--- src/verilog/led_ctrl_pkg.sv ---
// ======================================
// LED panel command decoder definitions
// geometry, command codes, bus structs
// ======================================
package led_ctrl_pkg;

    // panel geometry
    localparam int PANEL_WIDTH       = 64;
    localparam int PANEL_HEIGHT      = 32;
    localparam int BYTES_PER_PIXEL   = 2;
    localparam int BRIGHTNESS_LEVELS = 6;
    localparam int ROW_BITS          = $clog2(PANEL_HEIGHT);
    localparam int COL_BITS          = $clog2(PANEL_WIDTH);
    localparam int RAM_DEPTH         = PANEL_WIDTH * PANEL_HEIGHT * BYTES_PER_PIXEL;

    // command bytes
    localparam logic [7:0] CMD_RED_ON      = "R";
    localparam logic [7:0] CMD_RED_OFF     = "r";
    localparam logic [7:0] CMD_GREEN_ON    = "G";
    localparam logic [7:0] CMD_GREEN_OFF   = "g";
    localparam logic [7:0] CMD_BLUE_ON     = "B";
    localparam logic [7:0] CMD_BLUE_OFF    = "b";
    localparam logic [7:0] CMD_PLANE_FIRST = "1";
    localparam logic [7:0] CMD_PLANE_LAST  = "6";
    localparam logic [7:0] CMD_PLANES_OFF  = "0";
    localparam logic [7:0] CMD_PLANES_ON   = "9";
    localparam logic [7:0] CMD_BRIGHT_LOAD = "T";
    localparam logic [7:0] CMD_PIXEL       = "P";
    localparam logic [7:0] CMD_BLANK       = "Z";

    typedef logic [BRIGHTNESS_LEVELS-1:0] brightness_t;

    // byte_sel 1 is the high byte of a pixel
    typedef struct packed {
        logic [ROW_BITS-1:0] row;
        logic [COL_BITS-1:0] col;
        logic                byte_sel;
    } ram_addr_t;

    typedef struct packed {
        logic      we;
        ram_addr_t addr;
        logic [7:0] data;
    } ram_wr_t;

    typedef struct packed {
        logic       valid;
        logic [7:0] data;
    } arg_t;

endpackage
--- src/verilog/led_ctrl_top.sv ---
// ======================================
// LED panel command decoder top level
// dispatcher plus the two memory writers
// ======================================
`timescale 1ns/1ps

module led_ctrl_top
    import led_ctrl_pkg::*;
(
    input  logic        clk_in,
    input  logic        reset,
    input  logic [7:0]  data_rx,
    input  logic        data_ready_n,
    output logic [2:0]  rgb_enable,
    output brightness_t brightness_enable,
    output ram_wr_t     ram_wr,
    output logic        busy,
    output logic        ready_for_data
);

    arg_t    pix_arg;
    logic    pix_done;
    logic    blank_start;
    logic    blank_done;
    ram_wr_t pix_wr;
    ram_wr_t blank_wr;

    cmd_dispatch u_dispatch (
        .clk_in            (clk_in),
        .reset             (reset),
        .data_rx           (data_rx),
        .data_ready_n      (data_ready_n),
        .pix_done          (pix_done),
        .blank_done        (blank_done),
        .rgb_enable        (rgb_enable),
        .brightness_enable (brightness_enable),
        .pix_arg           (pix_arg),
        .blank_start       (blank_start),
        .busy              (busy),
        .ready_for_data    (ready_for_data)
    );

    pixel_write u_pixel_write (
        .clk_in   (clk_in),
        .reset    (reset),
        .pix_arg  (pix_arg),
        .pix_wr   (pix_wr),
        .pix_done (pix_done)
    );

    panel_blank u_panel_blank (
        .clk_in      (clk_in),
        .reset       (reset),
        .blank_start (blank_start),
        .blank_wr    (blank_wr),
        .blank_done  (blank_done)
    );

    // idle writer drives all zeros, so OR merges cleanly
    assign ram_wr = ram_wr_t'(pix_wr | blank_wr);

    // only one writer may be active in a cycle
    assert property (@(posedge clk_in) disable iff (reset)
        !(pix_wr.we && blank_wr.we))
        else $error("pixel and blank writers collided");

endmodule

--- src/verilog/panel_blank.sv ---
// ======================================
// Panel blank
// sweeps the frame memory writing zeros
// ======================================
`timescale 1ns/1ps

module panel_blank
    import led_ctrl_pkg::*;
(
    input  logic    clk_in,
    input  logic    reset,
    input  logic    blank_start,
    output ram_wr_t blank_wr,
    output logic    blank_done
);

    logic                         active;
    logic [$bits(ram_addr_t)-1:0] sweep_addr;
    logic                         last_addr;

    assign last_addr = (sweep_addr == $bits(ram_addr_t)'(RAM_DEPTH - 1));

    always_ff @(posedge clk_in) begin
        if (reset) begin
            active     <= 1'b0;
            sweep_addr <= '0;
        end else if (blank_start) begin
            active     <= 1'b1;
            sweep_addr <= '0;
        end else if (active) begin
            sweep_addr <= sweep_addr + 1'b1;
            if (last_addr) begin
                active <= 1'b0;
            end
        end
    end

    assign blank_wr   = '{we: active, addr: ram_addr_t'(sweep_addr), data: 8'h00};
    assign blank_done = active && last_addr;

    assert property (@(posedge clk_in) disable iff (reset)
        blank_start |-> !active)
        else $error("blank restarted during a sweep");

endmodule

--- src/verilog/pixel_write.sv ---
// ======================================
// Pixel writer
// four argument bytes to two memory writes
// ======================================
`timescale 1ns/1ps

module pixel_write
    import led_ctrl_pkg::*;
(
    input  logic    clk_in,
    input  logic    reset,
    input  arg_t    pix_arg,
    output ram_wr_t pix_wr,
    output logic    pix_done
);

    // 0 row, 1 column, 2 high byte, 3 low byte
    logic [1:0]          arg_cnt;
    logic [ROW_BITS-1:0] row_q;
    logic [COL_BITS-1:0] col_q;
    logic                wr_we;
    ram_addr_t           wr_addr;
    logic [7:0]          wr_data;

    always_ff @(posedge clk_in) begin
        if (reset) begin
            arg_cnt  <= 2'd0;
            wr_we    <= 1'b0;
            pix_done <= 1'b0;
        end else begin
            wr_we    <= 1'b0;
            pix_done <= 1'b0;
            if (pix_arg.valid) begin
                arg_cnt <= arg_cnt + 2'd1;
                wr_we   <= arg_cnt[1];
                pix_done <= (arg_cnt == 2'd3);
            end
        end
    end

    always_ff @(posedge clk_in) begin
        if (pix_arg.valid) begin
            case (arg_cnt)
                2'd0: row_q <= pix_arg.data[ROW_BITS-1:0];
                2'd1: col_q <= pix_arg.data[COL_BITS-1:0];
                default: begin
                    // high byte first, so byte_sel follows the count
                    wr_addr <= '{row: row_q, col: col_q, byte_sel: ~arg_cnt[0]};
                    wr_data <= pix_arg.data;
                end
            endcase
        end
    end

    // quiet writer drives zeros so the top can merge by OR
    always_comb begin
        pix_wr = '0;
        if (wr_we) begin
            pix_wr = '{we: 1'b1, addr: wr_addr, data: wr_data};
        end
    end

    assert property (@(posedge clk_in) disable iff (reset)
        pix_wr.we |=> !pix_wr.we)
        else $error("pixel writes in back-to-back cycles");

endmodule

--- src/verilog/cmd_dispatch.sv ---
// ======================================
// Command dispatcher
// decodes strobed bytes, owns panel settings
// ======================================
`timescale 1ns/1ps

module cmd_dispatch
    import led_ctrl_pkg::*;
(
    input  logic        clk_in,
    input  logic        reset,
    input  logic [7:0]  data_rx,
    input  logic        data_ready_n,
    input  logic        pix_done,
    input  logic        blank_done,
    output logic [2:0]  rgb_enable,
    output brightness_t brightness_enable,
    output arg_t        pix_arg,
    output logic        blank_start,
    output logic        busy,
    output logic        ready_for_data
);

    typedef enum logic [1:0] {
        ST_IDLE,
        ST_BRIGHT_LOAD,
        ST_PIXEL,
        ST_BLANK
    } cmd_state_t;

    cmd_state_t  state;
    logic        strobe;
    logic [7:0]  plane_num;
    brightness_t plane_mask;

    assign strobe = ~data_ready_n;

    // "1" hits the top plane, "6" the lowest
    assign plane_num  = data_rx - CMD_PLANE_FIRST;
    assign plane_mask = brightness_t'(1 << (BRIGHTNESS_LEVELS - 1)) >> plane_num;

    always_ff @(posedge clk_in) begin
        if (reset) begin
            state             <= ST_IDLE;
            rgb_enable        <= 3'b111;
            brightness_enable <= '1;
            blank_start       <= 1'b0;
        end else begin
            blank_start <= 1'b0;
            case (state)
                ST_IDLE: begin
                    if (strobe) begin
                        case (data_rx) inside
                            CMD_RED_ON:    rgb_enable[0] <= 1'b1;
                            CMD_RED_OFF:   rgb_enable[0] <= 1'b0;
                            CMD_GREEN_ON:  rgb_enable[1] <= 1'b1;
                            CMD_GREEN_OFF: rgb_enable[1] <= 1'b0;
                            CMD_BLUE_ON:   rgb_enable[2] <= 1'b1;
                            CMD_BLUE_OFF:  rgb_enable[2] <= 1'b0;
                            [CMD_PLANE_FIRST:CMD_PLANE_LAST]: begin
                                brightness_enable <= brightness_enable ^ plane_mask;
                            end
                            CMD_PLANES_OFF:  brightness_enable <= '0;
                            CMD_PLANES_ON:   brightness_enable <= '1;
                            CMD_BRIGHT_LOAD: state <= ST_BRIGHT_LOAD;
                            CMD_PIXEL:       state <= ST_PIXEL;
                            CMD_BLANK: begin
                                state       <= ST_BLANK;
                                blank_start <= 1'b1;
                            end
                            default: begin
                            end
                        endcase
                    end
                end
                ST_BRIGHT_LOAD: begin
                    if (strobe) begin
                        brightness_enable <= data_rx[BRIGHTNESS_LEVELS-1:0];
                        state             <= ST_IDLE;
                    end
                end
                ST_PIXEL: begin
                    if (pix_done) begin
                        state <= ST_IDLE;
                    end
                end
                ST_BLANK: begin
                    if (blank_done) begin
                        state <= ST_IDLE;
                    end
                end
                default: state <= ST_IDLE;
            endcase
        end
    end

    // argument bytes go straight through to the pixel writer
    assign pix_arg = '{valid: (state == ST_PIXEL) && strobe, data: data_rx};

    assign busy           = (state != ST_IDLE);
    assign ready_for_data = (state != ST_BLANK);

    // sender honours back-pressure
    assert property (@(posedge clk_in) disable iff (reset)
        !ready_for_data |-> data_ready_n)
        else $error("byte strobed while not ready for data");

    assert property (@(posedge clk_in) disable iff (reset)
        blank_start |-> $past(state == ST_IDLE))
        else $error("blank started outside idle");

endmodule

--- config.mk ---
export PLATFORM = sky130hd
export DESIGN_NAME = led_ctrl_top
export DESIGN_NICKNAME = d
export VERILOG_FILES = /design/src/verilog/led_ctrl_pkg.sv /design/src/verilog/led_ctrl_top.sv /design/src/verilog/panel_blank.sv /design/src/verilog/pixel_write.sv /design/src/verilog/cmd_dispatch.sv
export SDC_FILE = /design/constraint.sdc
export NUM_CORES = 1
export LEC_CHECK = 0
export BUFFER_PORTS_ARGS = -buffer_cell sky130_fd_sc_hd__buf_2
export CAP_MARGIN = 15
export CELL_PAD_IN_SITES_DETAIL_PLACEMENT = 2
export CELL_PAD_IN_SITES_GLOBAL_PLACEMENT = 2
export CORE_ASPECT_RATIO = 1.75
export CORE_MARGIN = 2
export CORE_UTILIZATION = 36
export DETAILED_ROUTE_END_ITERATION = 8
export PLACE_DENSITY = 0.84
export SKIP_CTS_REPAIR_TIMING = 1
export SYNTH_ARGS = -nofsm -noshare
export SYNTH_HDL_FRONTEND = slang
export SYNTH_HIERARCHICAL = 1
export SYNTH_SLANG_ARGS = --single-unit
export TNS_END_PERCENT = 100
--- constraint.sdc ---
create_clock -name clk_in -period 2.6 [get_ports clk_in]
set_input_delay 0.52 -clock clk_in [delete_from_list [all_inputs] [get_ports clk_in]]
set_output_delay 0.52 -clock clk_in [all_outputs]
set_load 0.01 [all_outputs]
==> reports/qor.csv, run 1 <==
metric,value,unit
seq_area_frac_synth,0.471,
maxSlewHeadroom,0.595,
cts.clk_slew.worst_paths,50,ps
timing.critical_path.arrival,2500,ps
drt-pass1-iter-count,4,
status,"complete, no violations",
tns,0,ps
io-pin-count,43,
ir_worst_vdd,0.322,mV
power.leakage,1.48,nW
clock_power_share,0.485,
post_synth_instance_area,3210,um^2
yosys-top-cells-area,"edfxtp_1 29%, dfxtp_1 18%, buf_4 4.4%",
clock_tree.buffer_depth,2,
cts-buffers-inserted,9,
synthesized_area_fraction_occupied_by_ao_oa_aoi_and_oai_cells,0.130,
die_height,129,um
placeableCoreArea,8670,um^2
regToRegEndpoint,u_dispatch/state[0],
fillers,988,
gp_congestion,0.824,
detail_route.vias_per_cell,5.39,
finalSetupViolCount,0,
clockRootBuffer,clkbuf_16,
finish.utilization,0.439,
largest_clock_skew_in_the_final_design,6.03,ps
largest_net_degree_at_the_start_of_global_routing,22,
post-route-cell-area,3800,um^2
num_vias,2618,
synth_enable_flop_cells,31,
timing.critical_path.from_type,primary input,
setup.worst_path.class,in2reg,
cp_data_required_time,2800,ps
critical_path.endpoint_type,flop,
finalHoldViolCount,0,
finalWirelength,9790,um
placement.cell_area,3490,um^2
multi_input_area,1480,um^2
initial_core_utilization,0.370,
syn_inst_count,321,
power_frac_comb,0.104,
chipWidth,75.4,um
worst-slew-pin-transition,607,ps
dp.cells,470,
row_count,45,
post_synth.cell_area_avg,10.0,um^2
syn_to_final_growth,18.4,%
stdcell_count,486,
register_area,1510,um^2
synth_cell_type_count,55,
global_route.usage.total,0.214,
insertedDiodeCount,0,
grt_first_pass_wirelength,15200,um
number_of_i_o_port_buffers,42,
cap_viol_max_count,0,
async_set_or_reset_flop_fraction_in_the_synthesized_netlist,0,
worstPathMaxFanout,5,
yosys-mux-area-fraction,0.0125,
tritoncts_clock_tree,built,
grt.overflow.total,0,
p_sw,0.000598,W
wl_per_cell,20.2,um
timing.rr.start,u_panel_blank/sweep_addr[1],
first_global_vias,2883,
detailedRoute.firstIterationViolations,108,
intPower,0.00195,W
grt_setup_unrepaired,false,
die_footprint,9720,um^2
cell_depth_of_the_worst_flop_to_flop_path,8,
ys_ff_latch,60,
p_per_area,670,nW/um^2
final.period_utilization,0.884,
share_seq_of_total_power,0.411,
synthesized_area_fraction_occupied_by_xor_and_xnor_cells,0.0245,
worstHoldEndpoint,u_pixel_write/wr_addr[6],
sw_frac_of_total,0.234,
ys_warn_count,6,
post-route-drc-count,0,
min_period,2300,ps
fmax,435,MHz
layout-drive-gt1-share,0.222,
min_delay_path_depth,0,
hold_start,u_pixel_write/col_q[5],
yosys_most_used_dff,edfxtp_1,
yosys.area_share.simple,0.254,
detailed_place_hpwl,7270,um
cts-htree-levels,3,
synthAdderAreaFrac,0.0312,
ff2ff_setup_slack,350,ps
route.antenna.remaining_nets,0,
synth_top_area_frac,0.290,
clock_latency_on_the_worst_skew_pair,320,ps
hp-class,reg2reg,
initial_antenna_violation_count,0,
timing_max_transition_violations_final,0,
tritoncts_sinks,60,
final_nets,383,
main_combinational_cell_family_by_area_after_synthesis,simple AND/OR/NAND/NOR gates,
yosysTopAreaCell,edfxtp_1,
-- registers in the layout, indices dropped and copies added (netlist names) --
name,cells
u_panel_blank/sweep_addr,12
u_pixel_write/wr_addr,12
u_pixel_write/wr_data,8
u_dispatch/brightness_enable,6
u_pixel_write/col_q,6
u_pixel_write/row_q,5
u_dispatch/rgb_enable,3
u_dispatch/state,2
u_pixel_write/arg_cnt,2
u_dispatch/blank_start,1
u_panel_blank/active,1
u_pixel_write/pix_done,1
u_pixel_write/wr_we,1
-- layer usage --
layer	vias to the layer above	share of wire	global-route usage
met5	-	0	0
met3	29	0.031	0.0399
met2	67	0.58	0.412
met4	0	0.050	0.133
li1	1219	-	-
met1	1303	0.34	0.191
-- placed cells by master, fill, tap and decap left out, drive strengths merged, types with 5 or more instances in the layout --
master / n
inv: 12
o21ai: 8
or2: 22
o211ai: 9
nor3b: 6
nand4: 9
or3: 8
and2: 22
conb: 8
dfxtp: 29
nor2: 21
a21oi: 19
xor2: 5
nor3: 8
clkbuf: 11
edfxtp: 31
nand2: 19
buf: 55
ha: 8
-- cells in the mapped netlist (9+ instances only) --
master,n
a21oi_1,19
and2_1,20
buf_4,19
dfxtp_1,29
edfxtp_1,31
inv_1,12
nand2_1,19
nor2_1,21
o211ai_1,9
or2_1,21
-- metrics by stage --
| step | total power (W) | hold WS, ps | worst slack, ps |
|---|---|---|---|
| 6_report | 0.00255 | 421 | 301 |
| 5_1_grt | 0.00264 | 425 | 144 |
| 4_1_cts | 0.00258 | 423 | 340 |
| 3_5_place_dp | 0.00133 | 407 | 20.1 |
| 3_3_place_gp | 0.00131 | 402 | 160 |
| 2_1_floorplan | 0.00123 | 400 | 159 |
-- layout make-up --
class,instances,area share
clock buffer,11,0.0612
clock inverter,5,0.0201
inverter,12,0.0118
multi-input combinational,226,0.390
sequential,60,0.397
tap,117,0.0385
timing repair buffer,55,0.0809
-- how the worst max path moves through the flow --
stage	slack, ps	cells after the start	startpoint	endpoint
floorplan	160	9	data_rx[0]	u_dispatch/brightness_enable[1]
global placement	160	9	data_rx[1]	u_dispatch/brightness_enable[1]
detailed placement	20	9	data_rx[0]	u_dispatch/brightness_enable[2]
CTS	340	8	u_panel_blank/sweep_addr[1]	u_dispatch/state[0]
global route	140	9	data_rx[0]	u_dispatch/brightness_enable[1]
finish	300	9	data_rx[0]	u_dispatch/brightness_enable[1]
-- worst max-delay path, cell delays in order --
cell and delay [ps]:
buf_2 110, inv_1 130, ha_1 250, nor3b_1 280, a21o_1 150, o2111ai_2 220
or4_1 530, a31oi_1 190, o311ai_1 120
-- logic make-up after synthesis --
logic type	after synthesis
AO/OA/AOI/OAI	59
flip-flops	60
XOR/XNOR	9
buffers and inverters	42
AND/OR/NAND/NOR	138
adder cells (fa/ha/maj)	8
other	1
multiplexers	4
-- power groups by stage --
| stage | Combinational [W] | Clock [W] | Sequential, W |
|---|---|---|---|
| 3_5_place_dp | 0.000261 | 0 | 0.00107 |
| 6_report | 0.000265 | 0.00124 | 0.00105 |
| 3_3_place_gp | 0.000247 | 0 | 0.00106 |
| 5_1_grt | 0.000292 | 0.00129 | 0.00105 |
| 4_1_cts | 0.000266 | 0.00127 | 0.00105 |
| 2_1_floorplan | 0.000179 | 0 | 0.00106 |
(Power assumes the default switching activity.)
==> inputs of run 2 (changes only) <==
- CORE_UTILIZATION: 36 -> 38
- CTS_BUF_LIST: unset -> sky130_fd_sc_hd__clkbuf_2
- PLACE_DENSITY: 0.84 -> 0.88
==> reports/qor.csv, run 2 (synthesis gave the netlist of run 1 again) <==
metric,value,unit
detailed_place_hpwl,7560,um
detailedRoute.firstIterationViolations,83,
largestRegisters,"u_panel_blank/sweep_addr: 12 flops, u_pixel_write/wr_addr: 12 flops, u_pixel_write/wr_data: 8 flops",
highest_count_cells_in_the_layout_ignoring_fill_and_taps,"42 x buf_2, 31 x edfxtp_1, 29 x dfxtp_1",
layout-drive-gt1-share,0.223,
cell_depth_of_the_worst_flop_to_flop_path,8,
clock_power_share,0.370,
timing.critical_path.from_type,flop,
drt-pass1-iter-count,4,
cap_viol_max_count,0,
cts-buffers-inserted,9,
global_route.usage.total,0.216,
setup.worst_path.class,reg2out,
largest_net_degree_at_the_start_of_global_routing,22,
row_count,44,
share_seq_of_total_power,0.504,
syn_to_final_growth,12.3,%
cts-htree-levels,3,
clock_tree.buffer_depth,2,
maxSlewHeadroom,0.625,
initial_core_utilization,0.389,
p_per_area,574,nW/um^2
first_global_vias,2798,
tritoncts_clock_tree,built,
power_frac_comb,0.126,
die_height,126,um
detail_route.vias_per_cell,5.62,
ff2ff_setup_slack,410,ps
design_power_total,0.00207,W
timing.critical_path.arrival,1740,ps
final.period_utilization,0.868,
timing.rr.start,u_panel_blank/sweep_addr[0],
die_footprint,9230,um^2
finalWirelength,9540,um
clock_latency_on_the_worst_skew_pair,520,ps
hold_start,data_rx[7],
finalHoldViolCount,0,
grt_setup_unrepaired,false,
final_nets,382,
critical_path.top_delay_family,flip-flops,
chipWidth,73.5,um
regToRegEndpoint,u_dispatch/state[1],
initial_antenna_violation_count,0,
p_sw,0.000540,W
intPower,0.00153,W
cts.clk_slew.worst_paths,180,ps
cpPeakStageDelay,710,ps
placeableCoreArea,8260,um^2
tns,0,ps
wl_per_cell,20.7,um
fmax,443,MHz
post-route-cell-area,3610,um^2
critical_path_s_slowest_cell,dfxtp_1,
tritoncts_sinks,60,
power.leakage,1.42,nW
min_delay_path_depth,1,
largest_clock_skew_in_the_final_design,18.7,ps
sw_frac_of_total,0.261,
io-pin-count,43,
number_of_i_o_port_buffers,42,
path_cells,and2_1 > or2_1 > buf_2,
status,"complete, no violations",
post-route-drc-count,0,
hp-class,in2reg,
clockRootBuffer,clkbuf_2,
crit_buf_inv,1,
gp_congestion,0.848,
insertedDiodeCount,0,
most_common_cell_after_layout_fill_and_taps_aside,buf_2,
worst-slew-pin-transition,562,ps
critical_path.endpoint_type,output pin,
num_vias,2585,
worstPathMaxFanout,21,
grt_first_pass_wirelength,14800,um
min_period,2260,ps
whs,287,ps
finalSetupViolCount,0,
route.antenna.remaining_nets,0,
cp_data_required_time,2080,ps
grt.overflow.total,0,
ir_worst_vdd,0.157,mV
placement.cell_area,3460,um^2
timing_max_transition_violations_final,0,
worstHoldEndpoint,u_pixel_write/wr_data[7],
## run 2: final cells by class
type                       count  area, um^2
sequential                    60        1510
tap                           92         115
inverter                      12        45.0
multi-input combinational    226        1480
fill                         899        4650
timing repair buffer          54         300
clock inverter                 6         103
clock buffer                  10        50.0
## run 2: routing by layer
| layer | wire length, um | global-route usage | share of wire | up-vias |
|---|---|---|---|---|
| li1 | - | - | - | 1212 |
| met4 | 531 | 0.143 | 0.056 | 0 |
| met1 | 3110 | 0.197 | 0.33 | 1281 |
| met5 | 0 | 0 | 0 | - |
| met2 | 5620 | 0.404 | 0.59 | 60 |
| met3 | 281 | 0.0432 | 0.029 | 32 |
## run 2: worst max-delay path by stage
stage	endpoint	start	slack, ps	cells after the start
2_1_floorplan	u_dispatch/brightness_enable[1]	data_rx[0]	160	9
3_3_place_gp	u_dispatch/brightness_enable[1]	data_rx[0]	130	9
3_5_place_dp	u_dispatch/brightness_enable[2]	data_rx[0]	-40	9
4_1_cts	ram_wr[2]	u_pixel_write/wr_we	230	3
5_1_grt	ram_wr[2]	u_pixel_write/wr_we	190	3
6_report	ram_wr[2]	u_pixel_write/wr_we	340	3
## run 2: power groups by stage
stage / clock, W / sequential (W) / combinational, W
after floorplan: 0 / 0.00106 / 0.000179
after global placement: 0 / 0.00106 / 0.000249
after detailed placement: 0 / 0.00107 / 0.000261
after CTS: 0.000790 / 0.00104 / 0.000263
after global routing: 0.000829 / 0.00105 / 0.000288
final: 0.000765 / 0.00104 / 0.000261
## run 2: per-stage QoR
stage | setup slack (ps) | utilization | std cells
detailed placement | -36.3 | 0.418 | 444
CTS | 233 | 0.437 | 460
global placement | 126 | 0.418 | 444
floorplan | 159 | - | 328
finish | 342 | 0.437 | 460
global route | 193 | 0.437 | 460
